File: src/valu_pkg.sv
`default_nettype none

package valu_pkg;

    ////////////////////////////////////////
    // Vector geometry
    ////////////////////////////////////////

    localparam int VLEN  = 64;
    localparam int VLENB = VLEN / 8;

    typedef logic [VLEN-1:0] vec_t;

    ////////////////////////////////////////
    // Encodings
    ////////////////////////////////////////

    // Fourth code is decoded as 32-bit elements
    typedef enum logic [1:0] {
        EW8  = 2'b00,
        EW16 = 2'b01,
        EW32 = 2'b10
    } vew_e;

    // Codes 13 to 15 are free and execute as vadd
    typedef enum logic [3:0] {
        vadd  = 4'd0,
        vsub  = 4'd1,
        vrsub = 4'd2,
        vand  = 4'd3,
        vor   = 4'd4,
        vxor  = 4'd5,
        vsll  = 4'd6,
        vsrl  = 4'd7,
        vsra  = 4'd8,
        vmin  = 4'd9,
        vminu = 4'd10,
        vmax  = 4'd11,
        vmaxu = 4'd12
    } valu_op_e;

    ////////////////////////////////////////
    // Request and unit results
    ////////////////////////////////////////

    typedef struct packed {
        valu_op_e op;
        vew_e     sew;
        vec_t     first_operand;
        vec_t     second_operand;
    } valu_req_t;

    typedef struct packed {
        vec_t sll;
        vec_t srl;
        vec_t sra;
    } shift_res_t;

    typedef struct packed {
        vec_t min;
        vec_t minu;
        vec_t max;
        vec_t maxu;
    } minmax_res_t;

endpackage

`default_nettype wire

File: src/valu_adder.sv
`timescale 1ns/1ps
`default_nettype none

module valu_adder (
    input  valu_pkg::valu_req_t req_i,
    output valu_pkg::vec_t      sum_o
);

    valu_pkg::vec_t minuend;
    valu_pkg::vec_t subtrahend;
    valu_pkg::vec_t subtrahend_neg;
    valu_pkg::vec_t addend;
    logic           is_sub;

    ////////////////////////////////////////
    // Operand steering
    ////////////////////////////////////////

    assign is_sub = (req_i.op == valu_pkg::vsub) || (req_i.op == valu_pkg::vrsub);

    // Reverse subtract swaps the two sources
    always_comb begin
        if (req_i.op == valu_pkg::vrsub) begin
            minuend    = req_i.second_operand;
            subtrahend = req_i.first_operand;
        end else begin
            minuend    = req_i.first_operand;
            subtrahend = req_i.second_operand;
        end
    end

    // Two's-complement negation per element
    always_comb begin
        subtrahend_neg = '0;
        case (req_i.sew)
            valu_pkg::EW8: begin
                for (int i = 0; i < valu_pkg::VLENB; i++) begin
                    subtrahend_neg[8*i +: 8] = ~subtrahend[8*i +: 8] + 8'd1;
                end
            end
            valu_pkg::EW16: begin
                for (int i = 0; i < valu_pkg::VLENB/2; i++) begin
                    subtrahend_neg[16*i +: 16] = ~subtrahend[16*i +: 16] + 16'd1;
                end
            end
            default: begin
                for (int i = 0; i < valu_pkg::VLENB/4; i++) begin
                    subtrahend_neg[32*i +: 32] = ~subtrahend[32*i +: 32] + 32'd1;
                end
            end
        endcase
    end

    assign addend = is_sub ? subtrahend_neg : subtrahend;

    ////////////////////////////////////////
    // Element adders
    ////////////////////////////////////////

    // Carries never leave an element, so each slice wraps on its own
    always_comb begin
        sum_o = '0;
        case (req_i.sew)
            valu_pkg::EW8: begin
                for (int i = 0; i < valu_pkg::VLENB; i++) begin
                    sum_o[8*i +: 8] = minuend[8*i +: 8] + addend[8*i +: 8];
                end
            end
            valu_pkg::EW16: begin
                for (int i = 0; i < valu_pkg::VLENB/2; i++) begin
                    sum_o[16*i +: 16] = minuend[16*i +: 16] + addend[16*i +: 16];
                end
            end
            default: begin
                for (int i = 0; i < valu_pkg::VLENB/4; i++) begin
                    sum_o[32*i +: 32] = minuend[32*i +: 32] + addend[32*i +: 32];
                end
            end
        endcase
    end

endmodule

`default_nettype wire

File: src/valu_minmax.sv
`timescale 1ns/1ps
`default_nettype none

module valu_minmax (
    input  valu_pkg::valu_req_t   req_i,
    output valu_pkg::minmax_res_t minmax_o
);

    valu_pkg::vec_t a;
    valu_pkg::vec_t b;

    // a > b per element, unsigned and signed
    logic [valu_pkg::VLENB-1:0]     gtu_8b;
    logic [valu_pkg::VLENB-1:0]     gts_8b;
    logic [valu_pkg::VLENB/2-1:0]   gtu_16b;
    logic [valu_pkg::VLENB/2-1:0]   gts_16b;
    logic [valu_pkg::VLENB/4-1:0]   gtu_32b;
    logic [valu_pkg::VLENB/4-1:0]   gts_32b;

    assign a = req_i.first_operand;
    assign b = req_i.second_operand;

    ////////////////////////////////////////
    // Compare flags
    ////////////////////////////////////////

    always_comb begin
        for (int i = 0; i < valu_pkg::VLENB; i++) begin
            gtu_8b[i] = a[8*i +: 8] > b[8*i +: 8];
            gts_8b[i] = $signed(a[8*i +: 8]) > $signed(b[8*i +: 8]);
        end
        for (int i = 0; i < valu_pkg::VLENB/2; i++) begin
            gtu_16b[i] = a[16*i +: 16] > b[16*i +: 16];
            gts_16b[i] = $signed(a[16*i +: 16]) > $signed(b[16*i +: 16]);
        end
        for (int i = 0; i < valu_pkg::VLENB/4; i++) begin
            gtu_32b[i] = a[32*i +: 32] > b[32*i +: 32];
            gts_32b[i] = $signed(a[32*i +: 32]) > $signed(b[32*i +: 32]);
        end
    end

    ////////////////////////////////////////
    // Element select
    ////////////////////////////////////////

    // Strict greater-than picks the element; ties keep the default side
    always_comb begin
        minmax_o = '0;
        case (req_i.sew)
            valu_pkg::EW8: begin
                for (int i = 0; i < valu_pkg::VLENB; i++) begin
                    minmax_o.minu[8*i +: 8] = gtu_8b[i] ? b[8*i +: 8] : a[8*i +: 8];
                    minmax_o.min[8*i +: 8]  = gts_8b[i] ? b[8*i +: 8] : a[8*i +: 8];
                    minmax_o.maxu[8*i +: 8] = gtu_8b[i] ? a[8*i +: 8] : b[8*i +: 8];
                    minmax_o.max[8*i +: 8]  = gts_8b[i] ? a[8*i +: 8] : b[8*i +: 8];
                end
            end
            valu_pkg::EW16: begin
                for (int i = 0; i < valu_pkg::VLENB/2; i++) begin
                    minmax_o.minu[16*i +: 16] = gtu_16b[i] ? b[16*i +: 16] : a[16*i +: 16];
                    minmax_o.min[16*i +: 16]  = gts_16b[i] ? b[16*i +: 16] : a[16*i +: 16];
                    minmax_o.maxu[16*i +: 16] = gtu_16b[i] ? a[16*i +: 16] : b[16*i +: 16];
                    minmax_o.max[16*i +: 16]  = gts_16b[i] ? a[16*i +: 16] : b[16*i +: 16];
                end
            end
            default: begin
                for (int i = 0; i < valu_pkg::VLENB/4; i++) begin
                    minmax_o.minu[32*i +: 32] = gtu_32b[i] ? b[32*i +: 32] : a[32*i +: 32];
                    minmax_o.min[32*i +: 32]  = gts_32b[i] ? b[32*i +: 32] : a[32*i +: 32];
                    minmax_o.maxu[32*i +: 32] = gtu_32b[i] ? a[32*i +: 32] : b[32*i +: 32];
                    minmax_o.max[32*i +: 32]  = gts_32b[i] ? a[32*i +: 32] : b[32*i +: 32];
                end
            end
        endcase
    end

endmodule

`default_nettype wire

File: src/valu_result_reg.sv
`timescale 1ns/1ps
`default_nettype none

module valu_result_reg (
    input  logic                   clk,
    input  logic                   reset_n,
    input  valu_pkg::valu_req_t    req_i,
    input  valu_pkg::vec_t         sum_i,
    input  valu_pkg::shift_res_t   shift_i,
    input  valu_pkg::minmax_res_t  minmax_i,
    output valu_pkg::vec_t         result_o
);

    valu_pkg::vec_t result_and;
    valu_pkg::vec_t result_or;
    valu_pkg::vec_t result_xor;
    valu_pkg::vec_t result_next;

    ////////////////////////////////////////
    // Bitwise logic
    ////////////////////////////////////////

    // Element width plays no part here
    assign result_and = req_i.first_operand & req_i.second_operand;
    assign result_or  = req_i.first_operand | req_i.second_operand;
    assign result_xor = req_i.first_operand ^ req_i.second_operand;

    ////////////////////////////////////////
    // Result select and register
    ////////////////////////////////////////

    // Add, subtract, reverse subtract and free codes all take the adder
    always_comb begin
        case (req_i.op)
            valu_pkg::vand:  result_next = result_and;
            valu_pkg::vor:   result_next = result_or;
            valu_pkg::vxor:  result_next = result_xor;
            valu_pkg::vsll:  result_next = shift_i.sll;
            valu_pkg::vsrl:  result_next = shift_i.srl;
            valu_pkg::vsra:  result_next = shift_i.sra;
            valu_pkg::vmin:  result_next = minmax_i.min;
            valu_pkg::vminu: result_next = minmax_i.minu;
            valu_pkg::vmax:  result_next = minmax_i.max;
            valu_pkg::vmaxu: result_next = minmax_i.maxu;
            default:         result_next = sum_i;
        endcase
    end

    always_ff @(posedge clk or negedge reset_n) begin
        if (!reset_n) begin
            result_o <= '0;
        end else begin
            result_o <= result_next;
        end
    end

endmodule

`default_nettype wire

File: src/valu_shifter.sv
`timescale 1ns/1ps
`default_nettype none

module valu_shifter (
    input  valu_pkg::valu_req_t  req_i,
    output valu_pkg::shift_res_t shift_o
);

    valu_pkg::vec_t a;
    valu_pkg::vec_t b;

    assign a = req_i.first_operand;
    assign b = req_i.second_operand;

    ////////////////////////////////////////
    // Element shifters
    ////////////////////////////////////////

    // Amount is the low log2(W) bits of the matching element of b
    always_comb begin
        shift_o = '0;
        case (req_i.sew)
            valu_pkg::EW8: begin
                for (int i = 0; i < valu_pkg::VLENB; i++) begin
                    shift_o.sll[8*i +: 8] = a[8*i +: 8] << b[8*i +: 3];
                    shift_o.srl[8*i +: 8] = a[8*i +: 8] >> b[8*i +: 3];
                    shift_o.sra[8*i +: 8] = $signed(a[8*i +: 8]) >>> b[8*i +: 3];
                end
            end
            valu_pkg::EW16: begin
                for (int i = 0; i < valu_pkg::VLENB/2; i++) begin
                    shift_o.sll[16*i +: 16] = a[16*i +: 16] << b[16*i +: 4];
                    shift_o.srl[16*i +: 16] = a[16*i +: 16] >> b[16*i +: 4];
                    shift_o.sra[16*i +: 16] = $signed(a[16*i +: 16]) >>> b[16*i +: 4];
                end
            end
            default: begin
                // 32-bit elements, also taken for the spare width code
                for (int i = 0; i < valu_pkg::VLENB/4; i++) begin
                    shift_o.sll[32*i +: 32] = a[32*i +: 32] << b[32*i +: 5];
                    shift_o.srl[32*i +: 32] = a[32*i +: 32] >> b[32*i +: 5];
                    shift_o.sra[32*i +: 32] = $signed(a[32*i +: 32]) >>> b[32*i +: 5];
                end
            end
        endcase
    end

endmodule

`default_nettype wire

File: src/valu_top.sv
`timescale 1ns/1ps
`default_nettype none

module valu_top (
    input  logic                clk,
    input  logic                reset_n,
    input  valu_pkg::valu_req_t req_i,
    output valu_pkg::vec_t      result_o
);

    valu_pkg::vec_t        sum;
    valu_pkg::shift_res_t  shift_res;
    valu_pkg::minmax_res_t minmax_res;

    ////////////////////////////////////////
    // Combinational units
    ////////////////////////////////////////

    valu_adder i_valu_adder (
        .req_i (req_i),
        .sum_o (sum)
    );

    valu_shifter i_valu_shifter (
        .req_i   (req_i),
        .shift_o (shift_res)
    );

    valu_minmax i_valu_minmax (
        .req_i    (req_i),
        .minmax_o (minmax_res)
    );

    ////////////////////////////////////////
    // Output stage
    ////////////////////////////////////////

    // Single register stage, one cycle from request to result
    valu_result_reg i_valu_result_reg (
        .clk      (clk),
        .reset_n  (reset_n),
        .req_i    (req_i),
        .sum_i    (sum),
        .shift_i  (shift_res),
        .minmax_i (minmax_res),
        .result_o (result_o)
    );

endmodule

`default_nettype wire

File: config.mk
export PLATFORM = sky130hd
export DESIGN_NAME = valu_top
export DESIGN_NICKNAME = d
export VERILOG_FILES = /design/src/valu_pkg.sv /design/src/valu_adder.sv /design/src/valu_minmax.sv /design/src/valu_result_reg.sv /design/src/valu_shifter.sv /design/src/valu_top.sv
export SDC_FILE = /design/constraint.sdc
export NUM_CORES = 2
export LEC_CHECK = 0
export ABC_AREA = 1
export BUFFER_PORTS_ARGS = -buffer_cell sky130_fd_sc_hd__buf_2
export CORE_ASPECT_RATIO = 1.75
export CORE_MARGIN = 2
export CORE_UTILIZATION = 55
export CTS_CLUSTER_DIAMETER = 200
export CTS_CLUSTER_SIZE = 30
export DETAILED_ROUTE_END_ITERATION = 6
export PLACE_DENSITY_LB_ADDON = 0.2
export REMOVE_ABC_BUFFERS = 1
export SETUP_SLACK_MARGIN = 0.05
export SYNTH_ARGS = -nofsm -noshare
export SYNTH_HDL_FRONTEND = slang
export SYNTH_HIERARCHICAL = 1
export SYNTH_SLANG_ARGS = --single-unit
File: constraint.sdc
create_clock -name clk -period 0.8 [get_ports clk]
set_input_delay 0.08 -clock clk [delete_from_list [all_inputs] [get_ports clk]]
set_output_delay 0.08 -clock clk [all_outputs]
set_load 0.02 [all_outputs]
==> out/metrics.cfg, run 1 <==
[grt]
grt_pass1_vias=80480
grt_pass1_wl_um=511000
grt_max_degree=78
grt.total_usage_pct=75.1
grt_overflow_total=482

[synth]
seq_area_frac_synth_pct=3.47
synth_area_um2=46100
synth.avg_cell_area_um2=5.04
yosysTopAreaCellShare_pct=26.8
synth_xor_area_share_pct=1.86
yosys_warnings=6
synth_common_cells=nand2_1 (3,298), nand3_1 (1,793), inv_1 (878)
synth_ff_type=dfrtp_1
synth_top_family_by_area=simple AND/OR/NAND/NOR gates
yosys-top-cells-area=nand2_1 (27%), nand3_1 (19%), ha_1 (7.4%)
synth_area_leader_cell=nand2_1
synth_adder_area_share_pct=7.75
ys_types=64
synth_edf_count=0
synth_compound_area_share_pct=16.2
synthCells=9163
yosys.area_share.simple_pct=56.3
synthMuxAreaShare_pct=0.456
ys_ff_latch=64
synthArstFlopShare_pct=100
synth.most_common_cell=nand2_1

[clock_tree]
cts_max_path_buffers=2
cts_buffers=9
root_buffer=clkbuf_16
clkSinkCount=64
h-tree-depth=3

[placement]
port_buffers=199
placed_area_um2=60800
gp_congestion=1.24
hpwlAfterDp_um=210000

[floorplan]
fp-row-count=140
die_w_um=223
fp.dieH_um=387
initial_core_util_pct=55.5
pin_count=200

[status]
status=did not finish
error=[ERROR GRT-0116] Global routing finished with congestion. Check the congestion regions in the DRC Viewer.
failing_step=global routing (5_1_grt)

==> kinds of logic after synthesis <==
kind of cell / after synthesis
buffers and inverters: 1524
XOR/XNOR: 98
AO/OA/AOI/OAI: 1200
flip-flops: 64
adder cells (fa/ha/maj): 281
multiplexers: 19
AND/OR/NAND/NOR: 5977
==> timing repair <==
action | in CTS
gates resized for setup | 394
endpoints found under the hold margin | 64
hold buffers | 1
pin swaps | 101
setup endpoints to repair | 128
setup buffers | 29
gates cloned | 5
==> stage by stage <==
stage | hold slack [ns] | worst slack, ns | std cells
after CTS | 0.0359 | -2.74 | 11718
after detailed placement | -0.0481 | -3.53 | 11668
after global placement | -0.0447 | -3.44 | 11668
after floorplan | -0.216 | -6.97 | 8561
==> metal layers <==
layer | overflow | track usage (%)
met5 | 1 | 14.9
met4 | 210 | 80.1
met3 | 7 | 55.0
met2 | 261 | 95.9
met1 | 3 | 73.4
==> run 2, diff against run 1 <==
--- a/config.mk
+++ b/config.mk
@@ -7,15 +7,11 @@
 export LEC_CHECK = 0
 export ABC_AREA = 1
 export BUFFER_PORTS_ARGS = -buffer_cell sky130_fd_sc_hd__buf_2
-export CORE_ASPECT_RATIO = 1.75
 export CORE_MARGIN = 2
-export CORE_UTILIZATION = 55
-export CTS_CLUSTER_DIAMETER = 200
-export CTS_CLUSTER_SIZE = 30
+export CORE_UTILIZATION = 40
 export DETAILED_ROUTE_END_ITERATION = 6
-export PLACE_DENSITY_LB_ADDON = 0.2
+export PLACE_DENSITY_LB_ADDON = 0.15
 export REMOVE_ABC_BUFFERS = 1
-export SETUP_SLACK_MARGIN = 0.05
 export SYNTH_ARGS = -nofsm -noshare
 export SYNTH_HDL_FRONTEND = slang
 export SYNTH_HIERARCHICAL = 1
==> run 2 against run 1 <==
Effect of this change: the flow now finishes, with violations (DRC, setup timing); synthesized cell count unchanged; area after synthesis unchanged.
==> out/metrics.cfg, run 2 <==
[clock_tree]
clkSinkCount=64
cts_tree=built
cts_max_path_buffers=2
cts_buffers=9
root_buffer=clkbuf_16
h-tree-depth=3
cts.clk_slew.worst_paths_ns=0.07

[finish]
n_fill_cell=11035
nNetsFinal=11342
final_util_pct=61.3
largest_reg_flops=64
top_register=i_valu_result_reg/result_o
instances_no_fill=12452
layout_commonest_cell=nand2_1
final_cell_mix=nand2_1 (3,144), buf_4 (1,859), nand3_1 (1,763)
biggestRegsByFlops=i_valu_result_reg/result_o x64
drive_gt1_share_pct=30.0
multi_input_area_um2=42000
area_delta_synth_final_pct=52.0
seqCellArea_um2=1610

[pwr]
ir_drop_v=0.00143
total_power_mw=72.9
p_leak_nw=36.8
power.density_nw_per_um2=1040

[grt]
grt_overflow_total=0
grt_pass1_vias=68159
grt.total_usage_pct=47.0
grt_pass1_wl_um=423000
grt_max_degree=71
antenna_found_initial=17

[placement]
port_buffers=199
placed_cells=12189
hpwlAfterDp_um=218000
place_ws_ns=-3.62
gp_congestion=1.07

[synth]
synthCells=9163
yosys_warnings=6
synth_area_leader_cell=nand2_1
yosys-top-cells-area=nand2_1 (27%), nand3_1 (19%), ha_1 (7.4%)
synth.most_common_cell=nand2_1
seq_area_frac_synth_pct=3.47
synth_edf_count=0
synth_area_um2=46100
yosysTopAreaCellShare_pct=26.8
synthArstFlopShare_pct=100
ys_ff_latch=64
ys_types=64
synth_common_cells=nand2_1 (3,298), nand3_1 (1,793), inv_1 (878)
synth_ff_type=dfrtp_1
synth.avg_cell_area_um2=5.04

[routing]
vias=74010
avgRoutedWirePerCell_um=23.4
drtAntennaViolNets=0
firstDrtPassIters=7
drc_errors=6
drt_iter0_drc=9203
via_per_inst=5.94
routed_wl_um=291000

[sta]
maxSlewHeadroom_pct=38.2
fin_crit_sh_pct=467
hold_violations=0
grt_setup_unrepaired=true
finalCriticalPeriod_ns=3.74
timing.final.ws_setup_ns=-2.94
slew_violations=0
fmax_mhz=268
setup_violations=128
max_slew.worst_pin.slew_ns=0.927
holdWs_ns=0.0997

[floorplan]
fp-row-count=124
fp.dieH_um=344
core_region_area_um2=114000
initial_core_util_pct=40.4
die_w_um=344
pin_count=200
dieArea_um2=118000

[hold_path]
min_path_type=input pin to asynchronous set/reset pin

[worst_setup_path]
end_kind=flip-flop
critPathMaxFanout=7
cp.arrival_ns=3.93
start_kind=input pin
cpMaxStageDelayCell=ha_4
critPathKind=input pin to flip-flop
worstPathRequired_ns=0.99
slowest_delay_ns=0.28
crit_start=req_i[130]
cpMostUsedCell=nand2_1

[status]
violations=DRC, setup timing
status=complete, but fails checks

[flow_run]
maxCapViolCount=0

run 2: cell counts after synthesis:
No cell type changed its count.
run 2: through the flow:
step | setup TNS (ns) | cell area (um2)
final | -176.13 | 70100
after global routing | -184.90 | 70100
after CTS | -165.76 | 68400
after detailed placement | -202.13 | 61800
after global placement | -200.13 | 61800
after floorplan | -445.98 | 43200
run 2: logic make-up (layout without fill, tap and decap cells):
group,count (synthesis),in the layout,share of synthesized area [%]
mux,19,19,0.456
xor+xnor,98,98,1.86
simple gates,5977,5981,56.3
flops,64,64,3.47
fa+ha+maj,281,281,7.75
other cells,0,10,0
buf+inv,1524,3287,14.0
compound gates,1200,1200,16.2
run 2: worst max-delay path, delay by kind of cell:
kind                     cells  cell delay [ns]
adder cells (fa/ha/maj)      1             0.28
AO/OA/AOI/OAI                2             0.29
buffers and inverters       10             1.28
AND/OR/NAND/NOR             15             1.71
XOR/XNOR                     2             0.28
run 2: what timing repair did:
| item | CTS | global route |
|---|---|---|
| hold buffers | 1 | 0 |
| endpoints found under the setup margin | 128 | 128 |
| gates resized for setup | 1097 | 319 |
| setup buffers | 184 | 46 |
| cloned | 25 | 3 |
| hold endpoints to repair | 64 | 0 |
| pin swaps | 292 | 254 |
run 2: area by class of cell:
| class | count | area share, % |
|---|---|---|
| diodes | 10 | 0.0357 |
| well taps | 1512 | 2.70 |
| inverters | 922 | 4.97 |
| clock inverters | 4 | 0.0642 |
| multi-input cells | 7579 | 59.9 |
| flip-flops and latches | 64 | 2.30 |
| clock buffers | 12 | 0.337 |
| repair buffers | 2349 | 29.7 |
run 2: worst max path at each step:
stage / endpoint / slack, ns / cells past startpoint
after floorplan: i_valu_result_reg/result_o[32] / -6.97 / 10
after global placement: i_valu_result_reg/result_o[61] / -3.64 / 24
after detailed placement: i_valu_result_reg/result_o[61] / -3.62 / 27
after CTS: i_valu_result_reg/result_o[63] / -2.75 / 32
after global routing: i_valu_result_reg/result_o[29] / -3.10 / 32
final: i_valu_result_reg/result_o[47] / -2.94 / 30
run 2: where the power goes:
| group | internal, mW | total, mW | switching (mW) |
|---|---|---|---|
| clock network | 2.41 | 4.67 | 2.27 |
| logic | 26.5 | 63.4 | 37.0 |
| registers | 4.02 | 4.79 | 0.769 |
run 2: layer usage:
layer | vias up | share of wire, % | global-route usage [%]
met5 | - | 0.026 | 0.0401
met1 | 33968 | 36 | 56.0
met2 | 4773 | 43 | 73.2
met3 | 1274 | 11 | 9.88
li1 | 33983 | - | -
met4 | 12 | 10 | 37.3
Note: power is estimated with default switching activity, not from simulation.
